File: config.mk
export PLATFORM = sky130hd
export DESIGN_NAME = pipeline_regs
export DESIGN_NICKNAME = d
export VERILOG_FILES = /design/src/pipe_pkg.sv /design/src/hazard_ctrl.sv /design/src/if_id_reg.sv /design/src/id_ex_reg.sv /design/src/ex_mem_reg.sv /design/src/mem_wb_reg.sv /design/src/pipeline_regs.sv
export VERILOG_INCLUDE_DIRS = /design/src /design/src/src
export SDC_FILE = /design/constraint.sdc
export NUM_CORES = 1
export LEC_CHECK = 0
export BUFFER_PORTS_ARGS = -buffer_cell sky130_fd_sc_hd__buf_4
export CAP_MARGIN = 20
export CORE_MARGIN = 5
export CORE_UTILIZATION = 43
export DETAILED_ROUTE_END_ITERATION = 6
export GPL_TIMING_DRIVEN = 0
export PLACE_DENSITY = 0.89
export SLEW_MARGIN = 20
export SYNTH_ARGS = -nofsm -noshare
export SYNTH_HDL_FRONTEND = slang
export SYNTH_SLANG_ARGS = --single-unit
File: constraint.sdc
create_clock -name clk -period 1.6 [get_ports clk]
set_input_delay 0.08 -clock clk [delete_from_list [all_inputs] [get_ports clk]]
set_output_delay 0.08 -clock clk [all_outputs]
set_load 0.01 [all_outputs]
File: src/pipe_cfg.svh
/* width, register-number, NOP and reset-PC defines for the pipeline registers */

`ifndef PIPE_CFG_SVH
`define PIPE_CFG_SVH

// data, PC and instruction word width
`define PIPE_DATA_W 16

// register-file index width
`define PIPE_REG_W 4

// instruction word loaded into IF/ID on a flush
`define PIPE_NOP {`PIPE_DATA_W{1'b0}}

// PC held after reset or flush
`define PIPE_RESET_PC {`PIPE_DATA_W{1'b0}}

`endif

File: src/pipe_pkg.sv
/* ALU op enum and the packed payload structs passed between pipeline stages */

`include "pipe_cfg.svh"

package pipe_pkg;

    typedef enum logic [0:0] {
        ALU_ADD = 1'b0,
        ALU_SUB = 1'b1
    } alu_op_e;

    // decode controls, EX group first, then MEM, WB and branch
    typedef struct packed {
        logic    reg_dst;
        logic    alu_src;
        alu_op_e alu_op;
        logic    mem_write;
        logic    mem_read;
        logic    mem_to_reg;
        logic    reg_write;
        logic    branch;
    } id_ctrl_t;

    typedef struct packed {
        id_ctrl_t                 ctrl;
        logic [`PIPE_DATA_W-1:0] src1;
        logic [`PIPE_DATA_W-1:0] src2;
        logic [`PIPE_DATA_W-1:0] sext;
        logic [`PIPE_REG_W-1:0]  rs;
        logic [`PIPE_REG_W-1:0]  rt;
        logic [`PIPE_REG_W-1:0]  rd;
    } id_bundle_t;

    // rd is resolved against rt when the bundle enters ID/EX
    typedef struct packed {
        id_ctrl_t                 ctrl;
        logic [`PIPE_DATA_W-1:0] src1;
        logic [`PIPE_DATA_W-1:0] src2;
        logic [`PIPE_DATA_W-1:0] sext;
        logic [`PIPE_REG_W-1:0]  rs;
        logic [`PIPE_REG_W-1:0]  rt;
        logic [`PIPE_REG_W-1:0]  dest;
    } id_ex_t;

    typedef struct packed {
        logic                     mem_write;
        logic                     mem_read;
        logic                     mem_to_reg;
        logic                     reg_write;
        logic [`PIPE_DATA_W-1:0] alu_out;
        logic [`PIPE_DATA_W-1:0] store_data;
        logic [`PIPE_REG_W-1:0]  dest;
    } ex_mem_t;

    // register-file write port
    typedef struct packed {
        logic                     en;
        logic [`PIPE_REG_W-1:0]  dest;
        logic [`PIPE_DATA_W-1:0] data;
    } wb_t;

endpackage

File: src/hazard_ctrl.sv
/* load-use stall and taken-branch flush for the front of the pipeline */

`timescale 1ns/1ps

`include "pipe_cfg.svh"

module hazard_ctrl (
    input  pipe_pkg::id_ex_t        ex,
    input  logic [`PIPE_REG_W-1:0] id_rs,
    input  logic [`PIPE_REG_W-1:0] id_rt,
    input  logic                    branch_taken,
    output logic                    stall,
    output logic                    flush
);

    logic load_in_ex;
    logic dest_match;
    logic load_use;

    // a load in EX that writes a register the decoded instruction reads
    assign load_in_ex = ex.ctrl.mem_read & ex.ctrl.reg_write;
    assign dest_match = (ex.dest == id_rs) | (ex.dest == id_rt);
    assign load_use   = load_in_ex & dest_match;

    // a taken branch squashes the younger instructions anyway,
    // so the stall would only hold a wrong-path fetch
    assign stall = load_use & ~branch_taken;
    assign flush = branch_taken;

endmodule

File: src/if_id_reg.sv
/* IF/ID register, PC+2 and instruction word with freeze and flush to NOP */

`timescale 1ns/1ps

`include "pipe_cfg.svh"

module if_id_reg (
    input  logic                     clk,
    input  logic                     rst,
    input  logic                     stall,
    input  logic                     flush,
    input  logic [`PIPE_DATA_W-1:0] if_pc,
    input  logic [`PIPE_DATA_W-1:0] if_instr,
    output logic [`PIPE_DATA_W-1:0] id_pc,
    output logic [`PIPE_DATA_W-1:0] id_instr
);

    always_ff @(posedge clk) begin
        if (rst) begin
            id_pc    <= '0;
            id_instr <= '0;
        end else if (flush) begin
            id_pc    <= `PIPE_RESET_PC;
            id_instr <= `PIPE_NOP;
        end else if (!stall) begin
            id_pc    <= if_pc;
            id_instr <= if_instr;
        end
        // stall holds the fetched instruction for another decode
    end

endmodule

File: src/id_ex_reg.sv
/* ID/EX register with bubble insertion and destination register select */

`timescale 1ns/1ps

module id_ex_reg (
    input  logic                   clk,
    input  logic                   rst,
    input  logic                   bubble,
    input  pipe_pkg::id_bundle_t  id_in,
    output pipe_pkg::id_ex_t      ex
);

    pipe_pkg::id_ex_t ex_next;

    // R-type writes rd, everything else writes rt
    always_comb begin
        ex_next.ctrl = id_in.ctrl;
        ex_next.src1 = id_in.src1;
        ex_next.src2 = id_in.src2;
        ex_next.sext = id_in.sext;
        ex_next.rs   = id_in.rs;
        ex_next.rt   = id_in.rt;
        if (id_in.ctrl.reg_dst) begin
            ex_next.dest = id_in.rd;
        end else begin
            ex_next.dest = id_in.rt;
        end
    end

    // an all-zero entry has no write, load, store or branch
    always_ff @(posedge clk) begin
        if (rst) begin
            ex <= '0;
        end else if (bubble) begin
            ex <= '0;
        end else begin
            ex <= ex_next;
        end
    end

endmodule

File: src/ex_mem_reg.sv
/* EX/MEM register with zero flag and taken-branch detection at MEM */

`timescale 1ns/1ps

`include "pipe_cfg.svh"

module ex_mem_reg (
    input  logic                     clk,
    input  logic                     rst,
    input  pipe_pkg::id_ex_t         ex,
    input  logic [`PIPE_DATA_W-1:0] ex_alu_out,
    input  logic [`PIPE_DATA_W-1:0] ex_store_data,
    output pipe_pkg::ex_mem_t        mem,
    output logic                     branch_taken
);

    logic zero;
    logic branch_q;
    logic zero_q;

    // compare result for beq style branches
    assign zero = (ex_alu_out == '0);

    always_ff @(posedge clk) begin
        if (rst) begin
            mem      <= '0;
            branch_q <= 1'b0;
            zero_q   <= 1'b0;
        end else begin
            mem.mem_write  <= ex.ctrl.mem_write;
            mem.mem_read   <= ex.ctrl.mem_read;
            mem.mem_to_reg <= ex.ctrl.mem_to_reg;
            mem.reg_write  <= ex.ctrl.reg_write;
            mem.alu_out    <= ex_alu_out;
            mem.store_data <= ex_store_data;
            mem.dest       <= ex.dest;
            branch_q       <= ex.ctrl.branch;
            zero_q         <= zero;
        end
    end

    assign branch_taken = branch_q & zero_q;

endmodule

File: src/mem_wb_reg.sv
/* MEM/WB register presenting the register-file write port */

`timescale 1ns/1ps

`include "pipe_cfg.svh"

module mem_wb_reg (
    input  logic                     clk,
    input  logic                     rst,
    input  pipe_pkg::ex_mem_t        mem,
    input  logic [`PIPE_DATA_W-1:0] mem_rdata,
    output pipe_pkg::wb_t            wb
);

    logic [`PIPE_DATA_W-1:0] wb_data;

    // loads take the memory word, all else the ALU result
    always_comb begin
        if (mem.mem_to_reg) begin
            wb_data = mem_rdata;
        end else begin
            wb_data = mem.alu_out;
        end
    end

    always_ff @(posedge clk) begin
        if (rst) begin
            wb <= '0;
        end else begin
            wb.en   <= mem.reg_write;
            wb.dest <= mem.dest;
            wb.data <= wb_data;
        end
    end

endmodule

File: src/pipeline_regs.sv
/* pipeline register block, hazard controller and the IF/ID, ID/EX, EX/MEM
   and MEM/WB stage registers */

`timescale 1ns/1ps

`include "pipe_cfg.svh"

module pipeline_regs (
    input  logic                     clk,
    input  logic                     rst,
    // fetch
    input  logic [`PIPE_DATA_W-1:0] if_pc,
    input  logic [`PIPE_DATA_W-1:0] if_instr,
    // decode
    input  pipe_pkg::id_bundle_t     id_in,
    // execute
    input  logic [`PIPE_DATA_W-1:0] ex_alu_out,
    input  logic [`PIPE_DATA_W-1:0] ex_store_data,
    // memory
    input  logic [`PIPE_DATA_W-1:0] mem_rdata,
    output logic [`PIPE_DATA_W-1:0] id_pc,
    output logic [`PIPE_DATA_W-1:0] id_instr,
    output pipe_pkg::id_ex_t         ex,
    output pipe_pkg::ex_mem_t        mem,
    output pipe_pkg::wb_t            wb,
    output logic                     stall,
    output logic                     branch_taken
);

    logic flush;
    logic bubble;

    // both a load-use stall and a flush leave ID/EX empty
    assign bubble = stall | flush;

    hazard_ctrl i_hazard_ctrl (
        .ex           (ex),
        .id_rs        (id_in.rs),
        .id_rt        (id_in.rt),
        .branch_taken (branch_taken),
        .stall        (stall),
        .flush        (flush)
    );

    if_id_reg i_if_id_reg (
        .clk      (clk),
        .rst      (rst),
        .stall    (stall),
        .flush    (flush),
        .if_pc    (if_pc),
        .if_instr (if_instr),
        .id_pc    (id_pc),
        .id_instr (id_instr)
    );

    id_ex_reg i_id_ex_reg (
        .clk    (clk),
        .rst    (rst),
        .bubble (bubble),
        .id_in  (id_in),
        .ex     (ex)
    );

    ex_mem_reg i_ex_mem_reg (
        .clk           (clk),
        .rst           (rst),
        .ex            (ex),
        .ex_alu_out    (ex_alu_out),
        .ex_store_data (ex_store_data),
        .mem           (mem),
        .branch_taken  (branch_taken)
    );

    mem_wb_reg i_mem_wb_reg (
        .clk       (clk),
        .rst       (rst),
        .mem       (mem),
        .mem_rdata (mem_rdata),
        .wb        (wb)
    );

endmodule

Word-level counts from Yosys, hierarchy flattened
Cells that the tools add are included.

Add/sub/neg operators: 0. Multipliers: 0. Div/mod/pow operators: 0. $lt $le $gt $ge: 0. Eq/ne operators: 2. Shifts and indexed selects: 0. Muxes and demuxes: 2. Bitwise logic cells: 7. Reductions and logical operators: 3.

Operators with widths (number): 16-bit logical NOT (1); 16-bit two-way mux (1); 4-bit equality test (2); 1-bit AND (4); 4-bit two-way mux (1); 2-bit OR reduction (2); 1-bit OR (2); 1-bit inverter (1).

Bits in registers: 163. Latch bits: 0. RAM bits: 0. Memory bits (read-only): 0. Input bits: 150. Output and inout port bits: 163. Word-level logic and storage cells: 42. Memories kept: 0.

Longest topological paths before layout
Gate-level depths: netlist (run 1).

Depth in word-level cells: 6. Gate-level depth with buffers: 6. Gate-level depth less buffers: 4.

Hierarchy
A second synthesis (run 1) with hierarchy kept.

Cells, all modules: 423. Area, all modules: 5088.6 um2.

By module, submodules not included: id_ex_reg (instances 1, cells each 148, area each 1921.8 um2); ex_mem_reg (instances 1, cells each 94, area each 1186.1 um2); if_id_reg (instances 1, cells each 105, area each 1156.1 um2); mem_wb_reg (instances 1, cells each 62, area each 711.9 um2); hazard_ctrl (instances 1, cells each 13, area each 106.4 um2); pipeline_regs (instances 1, cells each 1, area each 6.3 um2).

Worst setup path before layout (run 1)
Ideal clock, no wire load.

Path type: reg-to-reg. From: reg i_id_ex_reg.ex[1] (netlist name). To: reg i_if_id_reg.id_instr[0]. Setup time: 72 ps. Data arrival time: 1309 ps. Path slack: 219 ps. Stages on the path, launching flop included: 7. Buffers on the path: 2. Cells stage by stage: dfxtp_1 > xnor2_1 > nand4_1 > a21oi_1 > buf_6 > buf_6 > mux2i_1.

Longest elaborated chain between the ends: 4.

Ends and longest elaborated chain: 4-bit equality test (RTL line hazard_ctrl.sv:22) `assign dest_match = (ex.dest == id_rs) | (ex.dest == id_rt);`; 1-bit OR (*) (RTL line hazard_ctrl.sv:22); 1-bit AND (*) (RTL line hazard_ctrl.sv:23) `assign load_use = load_in_ex & dest_match;`; 1-bit AND (*) (RTL line hazard_ctrl.sv:27) `assign stall = load_use & ~branch_taken;`; end signal: assignment (RTL line if_id_reg.sv:24) `` id_instr <= `PIPE_NOP; ``; end signal: assignment (RTL line if_id_reg.sv:27) `id_instr <= if_instr;`; end: declaration (RTL line if_id_reg.sv:15) `` output logic [`PIPE_DATA_W-1:0] id_instr ``.

Mark *: on every way between the ends. The rest lies on a longest branch, timed or not. A chain may end at the register's enable or synchronous reset.

Worst setup path after layout (run 1)
From: reg i_id_ex_reg.ex[3] (netlist name). To: out stall.

Longest elaborated chain between the ends: 4.

Ends and longest elaborated chain: 4-bit equality test (RTL line hazard_ctrl.sv:22); 1-bit OR (*) (RTL line hazard_ctrl.sv:22); 1-bit AND (*) (RTL line hazard_ctrl.sv:23); 1-bit AND (*) (RTL line hazard_ctrl.sv:27); end: declaration (RTL line pipeline_regs.sv:26) `output logic stall,`.

Marked as above.

==> impl_metrics.env, run 1 <==
export IMPL_clk_root_buffer_cell="sky130_fd_sc_hd__clkbuf_16"
export IMPL_hold_viol_final=0
export IMPL_crit_path_frequent_cell="sky130_fd_sc_hd__buf_6"
export IMPL_multiInputGateArea_um2=2020
export IMPL_synth_edf_count=0
export IMPL_fmaxAchievable_mhz=556
export IMPL_endpoint_kind="primary output"
export IMPL_cp_data_arrival_time_ps=1720
export IMPL_setup_worst_path_start_class="register"
export IMPL_synth_net_count=616
export IMPL_final_core_utilization_pct=88.4
export IMPL_pin_count_of_the_biggest_net_entering_global_routing=17
export IMPL_clock_tree_from_tritoncts="yes"
export IMPL_finalCritPeriodShare_pct=112
export IMPL_detailedRoute_firstPassIterationCount=7
export IMPL_detail_route_drc_violations=0
export IMPL_path_depth=6
export IMPL_synthToLayoutAreaGrowth_pct=102
export IMPL_slowest_stage="sky130_fd_sc_hd__dfxtp_4"
export IMPL_required_ps=1520
export IMPL_tritoncts_buffers=17
export IMPL_power_ir_vdd_worst_uv=857
export IMPL_finish_cell_count_without_fillers=1125
export IMPL_timing_critical_path_buf_inv=2
export IMPL_timing_final_ws_setup_ps=-199
export IMPL_rsz0062_at_grt="true"
export IMPL_groute_usage_overall_pct=33.5
export IMPL_synth_warnings=0
export IMPL_power_leakage_nw=4.77
export IMPL_power_density_nw_per_um2=983
export IMPL_chipWidth_um=120
export IMPL_vias=6031
export IMPL_timing_setup_critical_path_class="register to primary output"
export IMPL_synth_ff_latch_count=163
export IMPL_cts_sinks=163
export IMPL_syn_inst=466
export IMPL_clock_skew_final_ps=16.8
export IMPL_post_synth_instance_area_um2=5230
export IMPL_hold_path_cell_count=3
export IMPL_num_rows=40
export IMPL_ff_latch_area_um2=3280
export IMPL_critical_path_top_delay_family="flip-flops"
export IMPL_overflow=0
export IMPL_ctsHtreeMaxLevel=4
export IMPL_num_fill_cells=428
export IMPL_maxCapViolCount=0
export IMPL_ys_seq_area_share_pct=62.4
export IMPL_min_path_type="primary input to register"
export IMPL_detailed_place_hpwl_um=13200
export IMPL_detailed_place_area_um2=7750
export IMPL_core_area_um2=12000
export IMPL_post_drt_wl_per_cell_um=25.2
export IMPL_gp_congestion=0.865
export IMPL_finalWorstPathRequiredPeriod_ps=1800
export IMPL_grt_pass1_wl_um=36600
export IMPL_cts_root_to_sink_buffers=2
export IMPL_slew_viol_final=0
export IMPL_syn_avg_cell_area_um2=11.2
export IMPL_worst_slew_pin_transition_ps=715
export IMPL_synth_async_reset_ratio_pct=0
export IMPL_result_of_the_run="finished, violations left"
export IMPL_final_layout_size_suffix_gt1_share_pct=44.2
export IMPL_ant_nets=0
export IMPL_detail_route_wirelength_um=28400
export IMPL_reg2regPathDepth=8
export IMPL_violations="setup timing"
export IMPL_die_area_um2=14500
export IMPL_antenna_found_initial=0
export IMPL_p_total_mw=10.4
export IMPL_crit_fanout=3
export IMPL_initial_utilization_pct=43.7
export IMPL_main_synth_ff_type="sky130_fd_sc_hd__dfxtp_1"
export IMPL_avgViaCountPerCell=5.36
export IMPL_dpl_cell_count=924
export IMPL_portBuffers=311
export IMPL_boundaryPins=313
export IMPL_timing_slew_headroom_pct=52.3
export IMPL_sum_of_negative_setup_slack_ps=-6440
export IMPL_worstPathCellList="xnor2_2 -> nand4_1 -> a21oi_2 -> buf_6 -> nor2b_4 -> buf_6"
export IMPL_design_area_um2=10600
export IMPL_fp_dieH_um=120
export IMPL_clock_latency_ps=430
export IMPL_critPathMaxStageDelay_ps=370
export IMPL_path_clk_slew_ps=80
export IMPL_nets=1114
export IMPL_finalSetupViolations=87
export IMPL_drt_iter0_markers=486
export IMPL_first_global_vias=6232
export IMPL_yosys_cell_types_count=19
[sequential cells by signal, summed over array words and instances (netlist names)]
| signal | cells |
|---|---|
| i_ex_mem_reg.mem | 40 |
| i_mem_wb_reg.wb | 21 |
| i_if_id_reg.id_instr | 16 |
| i_ex_mem_reg.zero_q | 1 |
| i_if_id_reg.id_pc | 16 |
| i_ex_mem_reg.branch_q | 1 |
| i_id_ex_reg.ex | 68 |
[placed cells by master (no fill, tap or decap), types with 4 or more instances in the layout]
cell                              n
sky130_fd_sc_hd__inv_6            6
sky130_fd_sc_hd__buf_12           5
sky130_fd_sc_hd__clkbuf_1        11
sky130_fd_sc_hd__buf_8            6
sky130_fd_sc_hd__clkbuf_16       28
sky130_fd_sc_hd__xnor2_2          8
sky130_fd_sc_hd__mux2i_1         48
sky130_fd_sc_hd__nand2_1         65
sky130_fd_sc_hd__buf_6            5
sky130_fd_sc_hd__buf_4          315
sky130_fd_sc_hd__dfxtp_1        159
sky130_fd_sc_hd__dlygate4sd3_1  150
sky130_fd_sc_hd__nor3b_1         42
sky130_fd_sc_hd__nor2b_1         46
sky130_fd_sc_hd__buf_2            9
sky130_fd_sc_hd__dfxtp_4          4
sky130_fd_sc_hd__nor3b_2         21
sky130_fd_sc_hd__nor2_1          17
[worst reg2reg max path: cells and delay by family, from the launching register on]
| family | cells | cell delay [ps] |
|---|---|---|
| buffers and inverters | 4 | 560 |
| flip-flops | 1 | 370 |
| AO/OA/AOI/OAI | 1 | 230 |
| multiplexers | 1 | 220 |
| XOR/XNOR | 1 | 160 |
| AND/OR/NAND/NOR | 1 | 150 |
[path summary, 6_finish.rpt]
check                               start                 endpoint  slack, ps
hold / removal                   id_in[4]        i_id_ex_reg.ex[0]         50
hold reg to reg   i_if_id_reg.id_instr[1]  i_if_id_reg.id_instr[1]        460
setup / recovery        i_id_ex_reg.ex[3]                    stall       -200
setup reg to reg        i_id_ex_reg.ex[3]  i_if_id_reg.id_instr[7]       -150
[per-layer routing]
metal  track usage, %  wire length, um  vias up
met3             11.5             2440      176
met5                0                0        -
met1             33.3             9530     2871
met2             59.6            14200      451
li1                 -                -     2533
met4             21.5             2260        0
[power breakdown]
part | internal (mW) | switching [mW]
registers | 4.28 | 0.131
logic | 0.953 | 0.708
clock network | 2.46 | 1.87
total | 7.69 | 2.70
[through the flow]
| stage | hold WS (ps) | setup slack, ps |
|---|---|---|
| final | 52.6 | -199 |
| after global routing | 32.9 | -227 |
| after CTS | 3.79 | -127 |
| after detailed placement | 260 | -51.2 |
| after global placement | 255 | 27.4 |
| after floorplan | 156 | 219 |
[logic make-up after synthesis]
group	count (synthesis)	share of synthesized area (%)
DFF	163	62.4
xor gates and xnor gates	8	1.34
buffers and inverters	35	3.90
AOI/OAI and AO/OA	1	0.0956
and+or+nand+nor	207	22.3
muxes	52	9.95
[layout make-up]
type / count / share of cell area, %
buffer: 35 / 2.79
sequential: 163 / 31.0
tap: 147 / 1.74
multi-input combinational: 268 / 19.1
antenna: 1 / 0.0237
timing repair buffer: 479 / 39.6
clock buffer: 20 / 4.41
clock inverter: 12 / 1.32
[what timing repair did]
item / 4_1_cts / 5_1_grt
resized for setup: 25 / 60
cloned: 0 / 12
setup buffers: 4 / 2
hold buffers: 150 / 1
endpoints found under the setup margin: 91 / 92
hold endpoints to repair: 148 / 1
pin swaps: 3 / 3
[synthesized netlist by cell type (3+ instances only)]
cell type / number / share of area (%)
sky130_fd_sc_hd__dfxtp_1: 163 / 62
sky130_fd_sc_hd__nand2_1: 65 / 4.7
sky130_fd_sc_hd__nor3b_1: 64 / 9.2
sky130_fd_sc_hd__mux2i_1: 52 / 10
sky130_fd_sc_hd__nor2b_1: 47 / 5.6
sky130_fd_sc_hd__nor2_1: 17 / 1.2
sky130_fd_sc_hd__buf_2: 15 / 1.4
sky130_fd_sc_hd__clkbuf_1: 11 / 0.79
sky130_fd_sc_hd__xnor2_1: 8 / 1.3
sky130_fd_sc_hd__buf_6: 7 / 1.5
sky130_fd_sc_hd__nor3_1: 4 / 0.38
sky130_fd_sc_hd__nor4_1: 4 / 0.48
sky130_fd_sc_hd__nand4_1: 3 / 0.36
Power figures use the tool's default switching activity.
==> run 2, diff against run 1 <==
--- a/config.mk
+++ b/config.mk
@@ -8,12 +8,13 @@
 export LEC_CHECK = 0
 export BUFFER_PORTS_ARGS = -buffer_cell sky130_fd_sc_hd__buf_4
 export CAP_MARGIN = 20
-export CORE_MARGIN = 5
-export CORE_UTILIZATION = 43
+export CORE_AREA = 5 5 120 122
 export DETAILED_ROUTE_END_ITERATION = 6
+export DIE_AREA = 0 0 125 127
 export GPL_TIMING_DRIVEN = 0
-export PLACE_DENSITY = 0.89
+export PLACE_DENSITY = 0.82
 export SLEW_MARGIN = 20
 export SYNTH_ARGS = -nofsm -noshare
 export SYNTH_HDL_FRONTEND = slang
+export SYNTH_HIERARCHICAL = 1
 export SYNTH_SLANG_ARGS = --single-unit
==> impl_metrics.env, run 2 <==
export IMPL_result_of_the_run="finished, violations left"
export IMPL_violations="setup timing"
export IMPL_grt_pass1_wl_um=31300
export IMPL_critical_path_top_delay_family="simple AND/OR/NAND/NOR gates"
export IMPL_critPathMaxStageDelay_ps=370
export IMPL_synth_adder_area_share_pct=0
export IMPL_post_synth_instance_area_um2=5090
export IMPL_syn_inst=423
export IMPL_yosysMostFrequentCell="sky130_fd_sc_hd__dfxtp_1"
export IMPL_endpoint_kind="register"
export IMPL_yosys_top_cells_count="163 x sky130_fd_sc_hd__dfxtp_1, 52 x sky130_fd_sc_hd__mux2i_1, 49 x sky130_fd_sc_hd__nor2_1"
export IMPL_clock_tree_from_tritoncts="yes"
export IMPL_die_area_um2=15900
export IMPL_timing_critical_path_buf_inv=3
export IMPL_fp_dieH_um=127
export IMPL_ys_top_cells_by_area="sky130_fd_sc_hd__dfxtp_1 64%, sky130_fd_sc_hd__mux2i_1 10%, sky130_fd_sc_hd__and2_2 6.3%"
export IMPL_timing_slew_headroom_pct=67.5
export IMPL_timing_setup_critical_path_class="register to register"
export IMPL_synth_xor_xnor_area_share_pct=1.38
export IMPL_mostFrequentLayoutCells="319 x sky130_fd_sc_hd__buf_4, 159 x sky130_fd_sc_hd__dfxtp_1, 149 x sky130_fd_sc_hd__dlygate4sd3_1"
export IMPL_path_clk_slew_ps=60
export IMPL_core_area_um2=13100
export IMPL_clock_latency_ps=420
export IMPL_final_common_cell="sky130_fd_sc_hd__buf_4"
export IMPL_yosysTopAreaCellShare_pct=64.1
export IMPL_portBuffers=311
export IMPL_synth_async_reset_ratio_pct=0
export IMPL_synthToLayoutAreaGrowth_pct=103
export IMPL_ys_seq_area_share_pct=64.1
export IMPL_finalWorstPathRequiredPeriod_ps=1810
export IMPL_avgViaCountPerCell=4.51
export IMPL_tritoncts_buffers=17
export IMPL_groute_usage_overall_pct=25.4
export IMPL_finish_cell_count_without_fillers=1110
export IMPL_yosysTopAreaCell="sky130_fd_sc_hd__dfxtp_1"
export IMPL_worstPathCellList="xnor2_2 -> nand4_1 -> a211oi_2 -> buf_4 -> or2_4 -> nor2_4 -> buf_12 -> clkbuf_16 -> and2_4"
export IMPL_slowest_stage="sky130_fd_sc_hd__dfxtp_4"
export IMPL_drt_iter0_markers=211
export IMPL_cp_data_arrival_time_ps=2170
export IMPL_setup_worst_path_start_class="register"
export IMPL_timing_final_ws_setup_ps=-206
export IMPL_finalSetupViolations=95
export IMPL_place_worst_setup_slack_ps=-324
export IMPL_worst_slew_pin_transition_ps=488
export IMPL_detailed_place_hpwl_um=12400
export IMPL_cts_root_to_sink_buffers=2
export IMPL_overflow=0
export IMPL_finalCritPeriodShare_pct=113
export IMPL_final_layout_size_suffix_gt1_share_pct=51.0
export IMPL_num_fill_cells=690
export IMPL_pin_count_of_the_biggest_net_entering_global_routing=17
export IMPL_cts_sinks=163
export IMPL_vias=5002
export IMPL_detail_route_wirelength_um=21100
export IMPL_largest_reg_flops=68
export IMPL_reg2reg_setup_slack_ps=-210
export IMPL_power_density_nw_per_um2=986
export IMPL_fmaxAchievable_mhz=554
export IMPL_share_of_cell_area_taken_by_muxes_after_synthesis_pct=10.2
export IMPL_antenna_found_initial=1
export IMPL_main_synth_ff_type="sky130_fd_sc_hd__dfxtp_1"
export IMPL_syn_avg_cell_area_um2=12.0
export IMPL_ctsHtreeMaxLevel=4
export IMPL_clk_root_buffer_cell="sky130_fd_sc_hd__clkbuf_16"
export IMPL_hold_viol_final=0
export IMPL_detailed_place_area_um2=7720
export IMPL_design_area_um2=10300
export IMPL_detailedRoute_firstPassIterationCount=4
export IMPL_ant_nets=0
export IMPL_num_rows=42
export IMPL_nets=1069
export IMPL_reg_top3="i_id_ex_reg/ex (68), i_ex_mem_reg/mem (40), i_mem_wb_reg/wb (21)"
export IMPL_post_synthesis_share_of_cell_area_spent_on_and_or_nand_and_nor_gates_pct=20.7
export IMPL_slew_viol_final=0
export IMPL_p_total_mw=10.2
export IMPL_top_register="i_id_ex_reg/ex"
export IMPL_crit_fanout=7
export IMPL_boundaryPins=313
export IMPL_dominant_combinational_cell_family_by_area_after_synthesis="simple AND/OR/NAND/NOR gates"
export IMPL_first_global_vias=5780
export IMPL_gp_congestion=0.850
export IMPL_rsz0062_at_grt="true"
export IMPL_synth_edf_count=0
export IMPL_dpl_cell_count=910
export IMPL_synth_ff_latch_count=163
export IMPL_initial_utilization_pct=38.9
export IMPL_detail_route_drc_violations=0
export IMPL_yosys_cell_types_count=21
export IMPL_required_ps=1960
export IMPL_chipWidth_um=125
export IMPL_synth_net_count=573
export IMPL_power_leakage_nw=4.80
export IMPL_post_drt_wl_per_cell_um=19.0
export IMPL_synth_compound_area_share_pct=0.246
export IMPL_power_ir_vdd_worst_uv=817
export IMPL_clock_skew_final_ps=11.9
export IMPL_synth_warnings=6
export IMPL_maxCapViolCount=0
export IMPL_min_path_type="primary input to register"
[run 2: changes by cell type in the layout (fill, tap and decap cells not counted), sizes merged, moves of 3 or more]
cell      change
and2         +64
nand2        -64
nor3b        -64
clkbuf       -15
buf           +5
inv           -4
clkinvlp      +3
nor2         +32
[run 2: power breakdown]
group	internal, mW	switching (mW)	total [mW]	leakage [nW]
clock network	2.48	1.65	4.13	0.289
registers	4.28	0.114	4.39	1.36
logic	1.04	0.602	1.65	3.16
[run 2: kinds of logic after synthesis]
logic type / Yosys count
mux: 52
compound gates: 1
simple gates: 175
xor+xnor: 8
flops: 163
buf+inv: 24
[run 2: final timing paths]
check,start,cells past startpoint,endpoint
setup / recovery,i_id_ex_reg/ex[2],9,i_id_ex_reg/ex[62]
setup reg to reg,i_id_ex_reg/ex[2],9,i_id_ex_reg/ex[62]
hold reg to reg,i_id_ex_reg/ex[62],1,i_ex_mem_reg/mem[37]
hold / removal,ex_alu_out[14],3,i_ex_mem_reg/zero_q
[run 2: final cells by class]
| class | instances | area, um2 | share of cell area [%] |
|---|---|---|---|
| clock inverter | 10 | 123 | 1.19 |
| clock buffer | 22 | 484 | 4.70 |
| tap | 176 | 220 | 2.14 |
| antenna | 2 | 5.00 | 0.0485 |
| sequential | 163 | 3280 | 31.8 |
| timing repair buffer | 477 | 4060 | 39.3 |
| multi-input combinational | 236 | 1870 | 18.1 |
| buffer | 24 | 278 | 2.69 |
[run 2: per-layer routing]
metal	GRT usage, %	wire length (um)	vias to the layer above
met3	9.85	1650	80
met5	0	0	-
met1	23.5	7000	2322
li1	-	-	2345
met2	46.6	11300	255
met4	16.3	1120	0
[run 2: tightest hold or removal path, cell delays in order]
cell and delay (ps):
sky130_fd_sc_hd__dlygate4sd3_1 540, sky130_fd_sc_hd__buf_4 120, sky130_fd_sc_hd__nor4_2 30
[run 2: metrics by stage]
step | utilization (%) | hold slack [ps] | setup TNS [ps]
4_1_cts | 77.1 | 384 | -11360
3_3_place_gp | 59.0 | 259 | -19860
5_1_grt | 78.8 | 406 | -23910
3_5_place_dp | 59.0 | 260 | -25270
6_report | 78.8 | 403 | -14770
2_1_floorplan | - | 147 | -2830
[run 2: timing repair]
item,in CTS,in global routing
hold buffers,150,0
gates cloned,4,3
gates resized for setup,41,54
pin swaps,10,51
setup endpoints to repair,97,100
hold endpoints to repair,151,0
buffers inserted,11,0
==> run 3, diff against run 2 <==
--- a/config.mk
+++ b/config.mk
@@ -6,13 +6,14 @@
 export SDC_FILE = /design/constraint.sdc
 export NUM_CORES = 1
 export LEC_CHECK = 0
+export ABC_AREA = 1
 export BUFFER_PORTS_ARGS = -buffer_cell sky130_fd_sc_hd__buf_4
 export CAP_MARGIN = 20
-export CORE_AREA = 5 5 120 122
+export CORE_MARGIN = 5
+export CORE_UTILIZATION = 44
 export DETAILED_ROUTE_END_ITERATION = 6
-export DIE_AREA = 0 0 125 127
 export GPL_TIMING_DRIVEN = 0
-export PLACE_DENSITY = 0.82
+export PLACE_DENSITY = 0.8
 export SLEW_MARGIN = 20
 export SYNTH_ARGS = -nofsm -noshare
 export SYNTH_HDL_FRONTEND = slang
==> impl_metrics.env, run 3 <==
export IMPL_result_of_the_run="finished, violations left"
export IMPL_violations="setup timing"
export IMPL_clock_skew_final_ps=18.8
export IMPL_endpoint_kind="register"
export IMPL_crit_fanout=7
export IMPL_core_area_um2=12600
export IMPL_reg_top3="i_id_ex_reg/ex (68), i_ex_mem_reg/mem (40), i_mem_wb_reg/wb (21)"
export IMPL_overflow=0
export IMPL_synth_net_count=887
export IMPL_detailed_place_area_um2=8170
export IMPL_ctsHtreeMaxLevel=4
export IMPL_finalWorstPathRequiredPeriod_ps=1720
export IMPL_final_layout_size_suffix_gt1_share_pct=33.6
export IMPL_slew_viol_final=0
export IMPL_finalCritPeriodShare_pct=107
export IMPL_syn_avg_cell_area_um2=7.62
export IMPL_final_common_cell="sky130_fd_sc_hd__buf_4"
export IMPL_synth_warnings=6
export IMPL_tritoncts_buffers=17
export IMPL_die_area_um2=15100
export IMPL_num_rows=41
export IMPL_first_global_vias=6887
export IMPL_timing_final_ws_setup_ps=-119
export IMPL_finalSetupViolations=96
export IMPL_chipWidth_um=123
export IMPL_power_leakage_nw=5.68
export IMPL_hold_viol_final=0
export IMPL_synth_ff_latch_count=163
export IMPL_top_register="i_id_ex_reg/ex"
export IMPL_ys_seq_area_share_pct=58.1
export IMPL_required_ps=1940
export IMPL_mostFrequentLayoutCells="321 x sky130_fd_sc_hd__buf_4, 210 x sky130_fd_sc_hd__nor2_1, 173 x sky130_fd_sc_hd__inv_1"
export IMPL_reg2regPathDepth=13
export IMPL_pin_count_of_the_biggest_net_entering_global_routing=17
export IMPL_groute_usage_overall_pct=30.7
export IMPL_rr_startpoint="i_id_ex_reg/ex[3]"
export IMPL_final_core_utilization_pct=84.1
export IMPL_reg2reg_setup_slack_ps=-110
export IMPL_yosys_top_cells_count="221 x sky130_fd_sc_hd__nor2_1, 177 x sky130_fd_sc_hd__inv_1, 163 x sky130_fd_sc_hd__dfxtp_1"
export IMPL_drt_iter0_markers=349
export IMPL_gp_congestion=0.798
export IMPL_cts_root_to_sink_buffers=2
export IMPL_avgViaCountPerCell=4.63
export IMPL_sequential_share_of_power_pct=43.6
export IMPL_synth_async_reset_ratio_pct=0
export IMPL_vias=6564
export IMPL_cellInternalPower_mw=7.53
export IMPL_clock_tree_from_tritoncts="yes"
export IMPL_hold_path_cell_count=4
export IMPL_worst_slew_pin_transition_ps=283
export IMPL_syn_inst=737
export IMPL_rsz0062_at_grt="true"
export IMPL_fp_dieH_um=123
export IMPL_ys_top_cells_by_area="sky130_fd_sc_hd__dfxtp_1 58%, sky130_fd_sc_hd__nor2_1 15%, sky130_fd_sc_hd__inv_1 12%"
export IMPL_grt_pass1_wl_um=34800
export IMPL_maxCapViolCount=0
export IMPL_power_net_switching_mw=2.56
export IMPL_detail_route_wirelength_um=25700
export IMPL_combPwrFrac_pct=17.6
export IMPL_nets=1384
export IMPL_num_fill_cells=616
export IMPL_min_path_type="primary input to register"
export IMPL_min_to="i_ex_mem_reg/mem[9]"
export IMPL_synthToLayoutAreaGrowth_pct=88.2
export IMPL_post_drt_wl_per_cell_um=18.1
export IMPL_power_switching_share_pct=25.4
export IMPL_timing_slew_headroom_pct=81.1
export IMPL_yosysTopAreaCell="sky130_fd_sc_hd__dfxtp_1"
export IMPL_cp_data_arrival_time_ps=2060
export IMPL_regToRegEndpoint="i_id_ex_reg/ex[48]"
export IMPL_initial_utilization_pct=44.7
export IMPL_path_clk_slew_ps=70
export IMPL_clk_root_buffer_cell="sky130_fd_sc_hd__clkbuf_16"
export IMPL_post_synth_instance_area_um2=5620
export IMPL_portBuffers=311
export IMPL_cts_sinks=163
export IMPL_detail_route_drc_violations=0
export IMPL_detailedRoute_firstPassIterationCount=5
export IMPL_detailed_place_hpwl_um=12900
export IMPL_fmaxAchievable_mhz=582
export IMPL_yosysTopAreaCellShare_pct=58.1
export IMPL_design_area_um2=10600
export IMPL_finish_cell_count_without_fillers=1418
export IMPL_setup_worst_path_start_class="primary input"
export IMPL_boundaryPins=313
export IMPL_clock_latency_ps=430
export IMPL_clk_pwr_share_pct=38.8
export IMPL_power_ir_vdd_worst_uv=874
export IMPL_synth_edf_count=0
export IMPL_antenna_found_initial=1
export IMPL_yosysMostFrequentCell="sky130_fd_sc_hd__nor2_1"
export IMPL_yosys_cell_types_count=14
export IMPL_ant_nets=0
export IMPL_worst_hold_startpoint="ex_store_data[5]"
export IMPL_timing_setup_critical_path_class="primary input to register"
export IMPL_largest_reg_flops=68
export IMPL_power_density_nw_per_um2=954
export IMPL_sum_of_negative_setup_slack_ps=-5140
export IMPL_dpl_cell_count=1220
export IMPL_main_synth_ff_type="sky130_fd_sc_hd__dfxtp_1"
==> run 3: cell count changes after synthesis, moves of 5 or more <==
cell                       previous run  this run
sky130_fd_sc_hd__and2_1              22         0
sky130_fd_sc_hd__mux2i_1             52         0
sky130_fd_sc_hd__and2_2              43         0
sky130_fd_sc_hd__nand2_1              1       137
sky130_fd_sc_hd__nor2b_1             45         0
sky130_fd_sc_hd__nor2_2               0         5
sky130_fd_sc_hd__xnor2_1              8         0
sky130_fd_sc_hd__nor2_1              49       221
sky130_fd_sc_hd__inv_1                0       177
sky130_fd_sc_hd__buf_6                4        18
sky130_fd_sc_hd__clkbuf_2             7         0
==> run 3: cells by family after synthesis <==
family	share of synthesized area (%)
AND/OR/NAND/NOR	25.1
flip-flops	58.1
buffers and inverters	16.6
AO/OA/AOI/OAI	0.156
==> run 3: how the worst max path moves through the flow <==
stage                    endpoint         startpoint  cells past startpoint
5_1_grt        i_id_ex_reg/ex[24]  i_id_ex_reg/ex[3]                     13
2_1_floorplan  i_id_ex_reg/ex[10]  i_id_ex_reg/ex[1]                     12
3_3_place_gp    i_id_ex_reg/ex[5]  i_id_ex_reg/ex[2]                     12
6_report       i_id_ex_reg/ex[48]           id_in[7]                     15
4_1_cts                     stall  i_id_ex_reg/ex[0]                      7
3_5_place_dp    i_id_ex_reg/ex[5]  i_id_ex_reg/ex[2]                     12
==> run 3: layer usage <==
layer / vias up / track usage, % / wire [um]
met5: - / 0 / 0
met4: 0 / 19.9 / 1810
met3: 134 / 10.7 / 2540
met2: 454 / 56.4 / 13000
met1: 2944 / 28.5 / 8370
li1: 3032 / - / -
==> run 3: per-stage QoR <==
step | setup WS (ps) | hold slack (ps) | power [mW]
global placement | -108 | 278 | 5.66
floorplan | 35.6 | 152 | 4.94
finish | -119 | 414 | 10.1
global route | -154 | 416 | 10.4
detailed placement | -153 | 287 | 5.69
CTS | 2.96 | 390 | 9.82
==> run 3: worst max-delay path, cell delays in order <==
cell	delay, ps
sky130_fd_sc_hd__dlygate4sd3_1	560
sky130_fd_sc_hd__buf_4	160
sky130_fd_sc_hd__inv_1	90
sky130_fd_sc_hd__nand2_1	70
sky130_fd_sc_hd__nand2_1	90
sky130_fd_sc_hd__nor2_2	50
sky130_fd_sc_hd__nand2_2	90
sky130_fd_sc_hd__a21oi_4	70
sky130_fd_sc_hd__inv_1	70
sky130_fd_sc_hd__nand2_2	60
sky130_fd_sc_hd__nor2_4	100
sky130_fd_sc_hd__buf_12	160
sky130_fd_sc_hd__clkinv_8	100
sky130_fd_sc_hd__clkbuf_16	170
sky130_fd_sc_hd__nor2_1	150
==> run 3: power by group through the flow <==
| stage | registers, mW | logic [mW] | clock network (mW) |
|---|---|---|---|
| 2_1_floorplan | 4.57 | 0.369 | 0 |
| 6_report | 4.40 | 1.77 | 3.92 |
| 4_1_cts | 4.38 | 1.56 | 3.88 |
| 5_1_grt | 4.41 | 1.88 | 4.13 |
| 3_3_place_gp | 4.45 | 1.21 | 0 |
| 3_5_place_dp | 4.46 | 1.23 | 0 |
==> run 3: cell type report <==
cell class	count	area (um2)	area share (%)
antenna	2	5.00	0.0473
buffer	27	282	2.66
clock buffer	19	433	4.10
clock inverter	10	113	1.07
inverter	179	684	6.47
multi-input combinational	368	1480	14.0
sequential	163	3280	31.0
tap	172	215	2.04
timing repair buffer	476	4060	38.4
timing repair inverter	2	25.0	0.237
==> run 3: what timing repair did <==
action | 4_1_cts | 5_1_grt
hold endpoints to repair | 154 | 0
gates cloned | 2 | 6
buffers inserted | 4 | 9
resized for setup | 13 | 37
endpoints found under the setup margin | 93 | 99
pin swaps | 2 | 10
hold buffers | 150 | 0
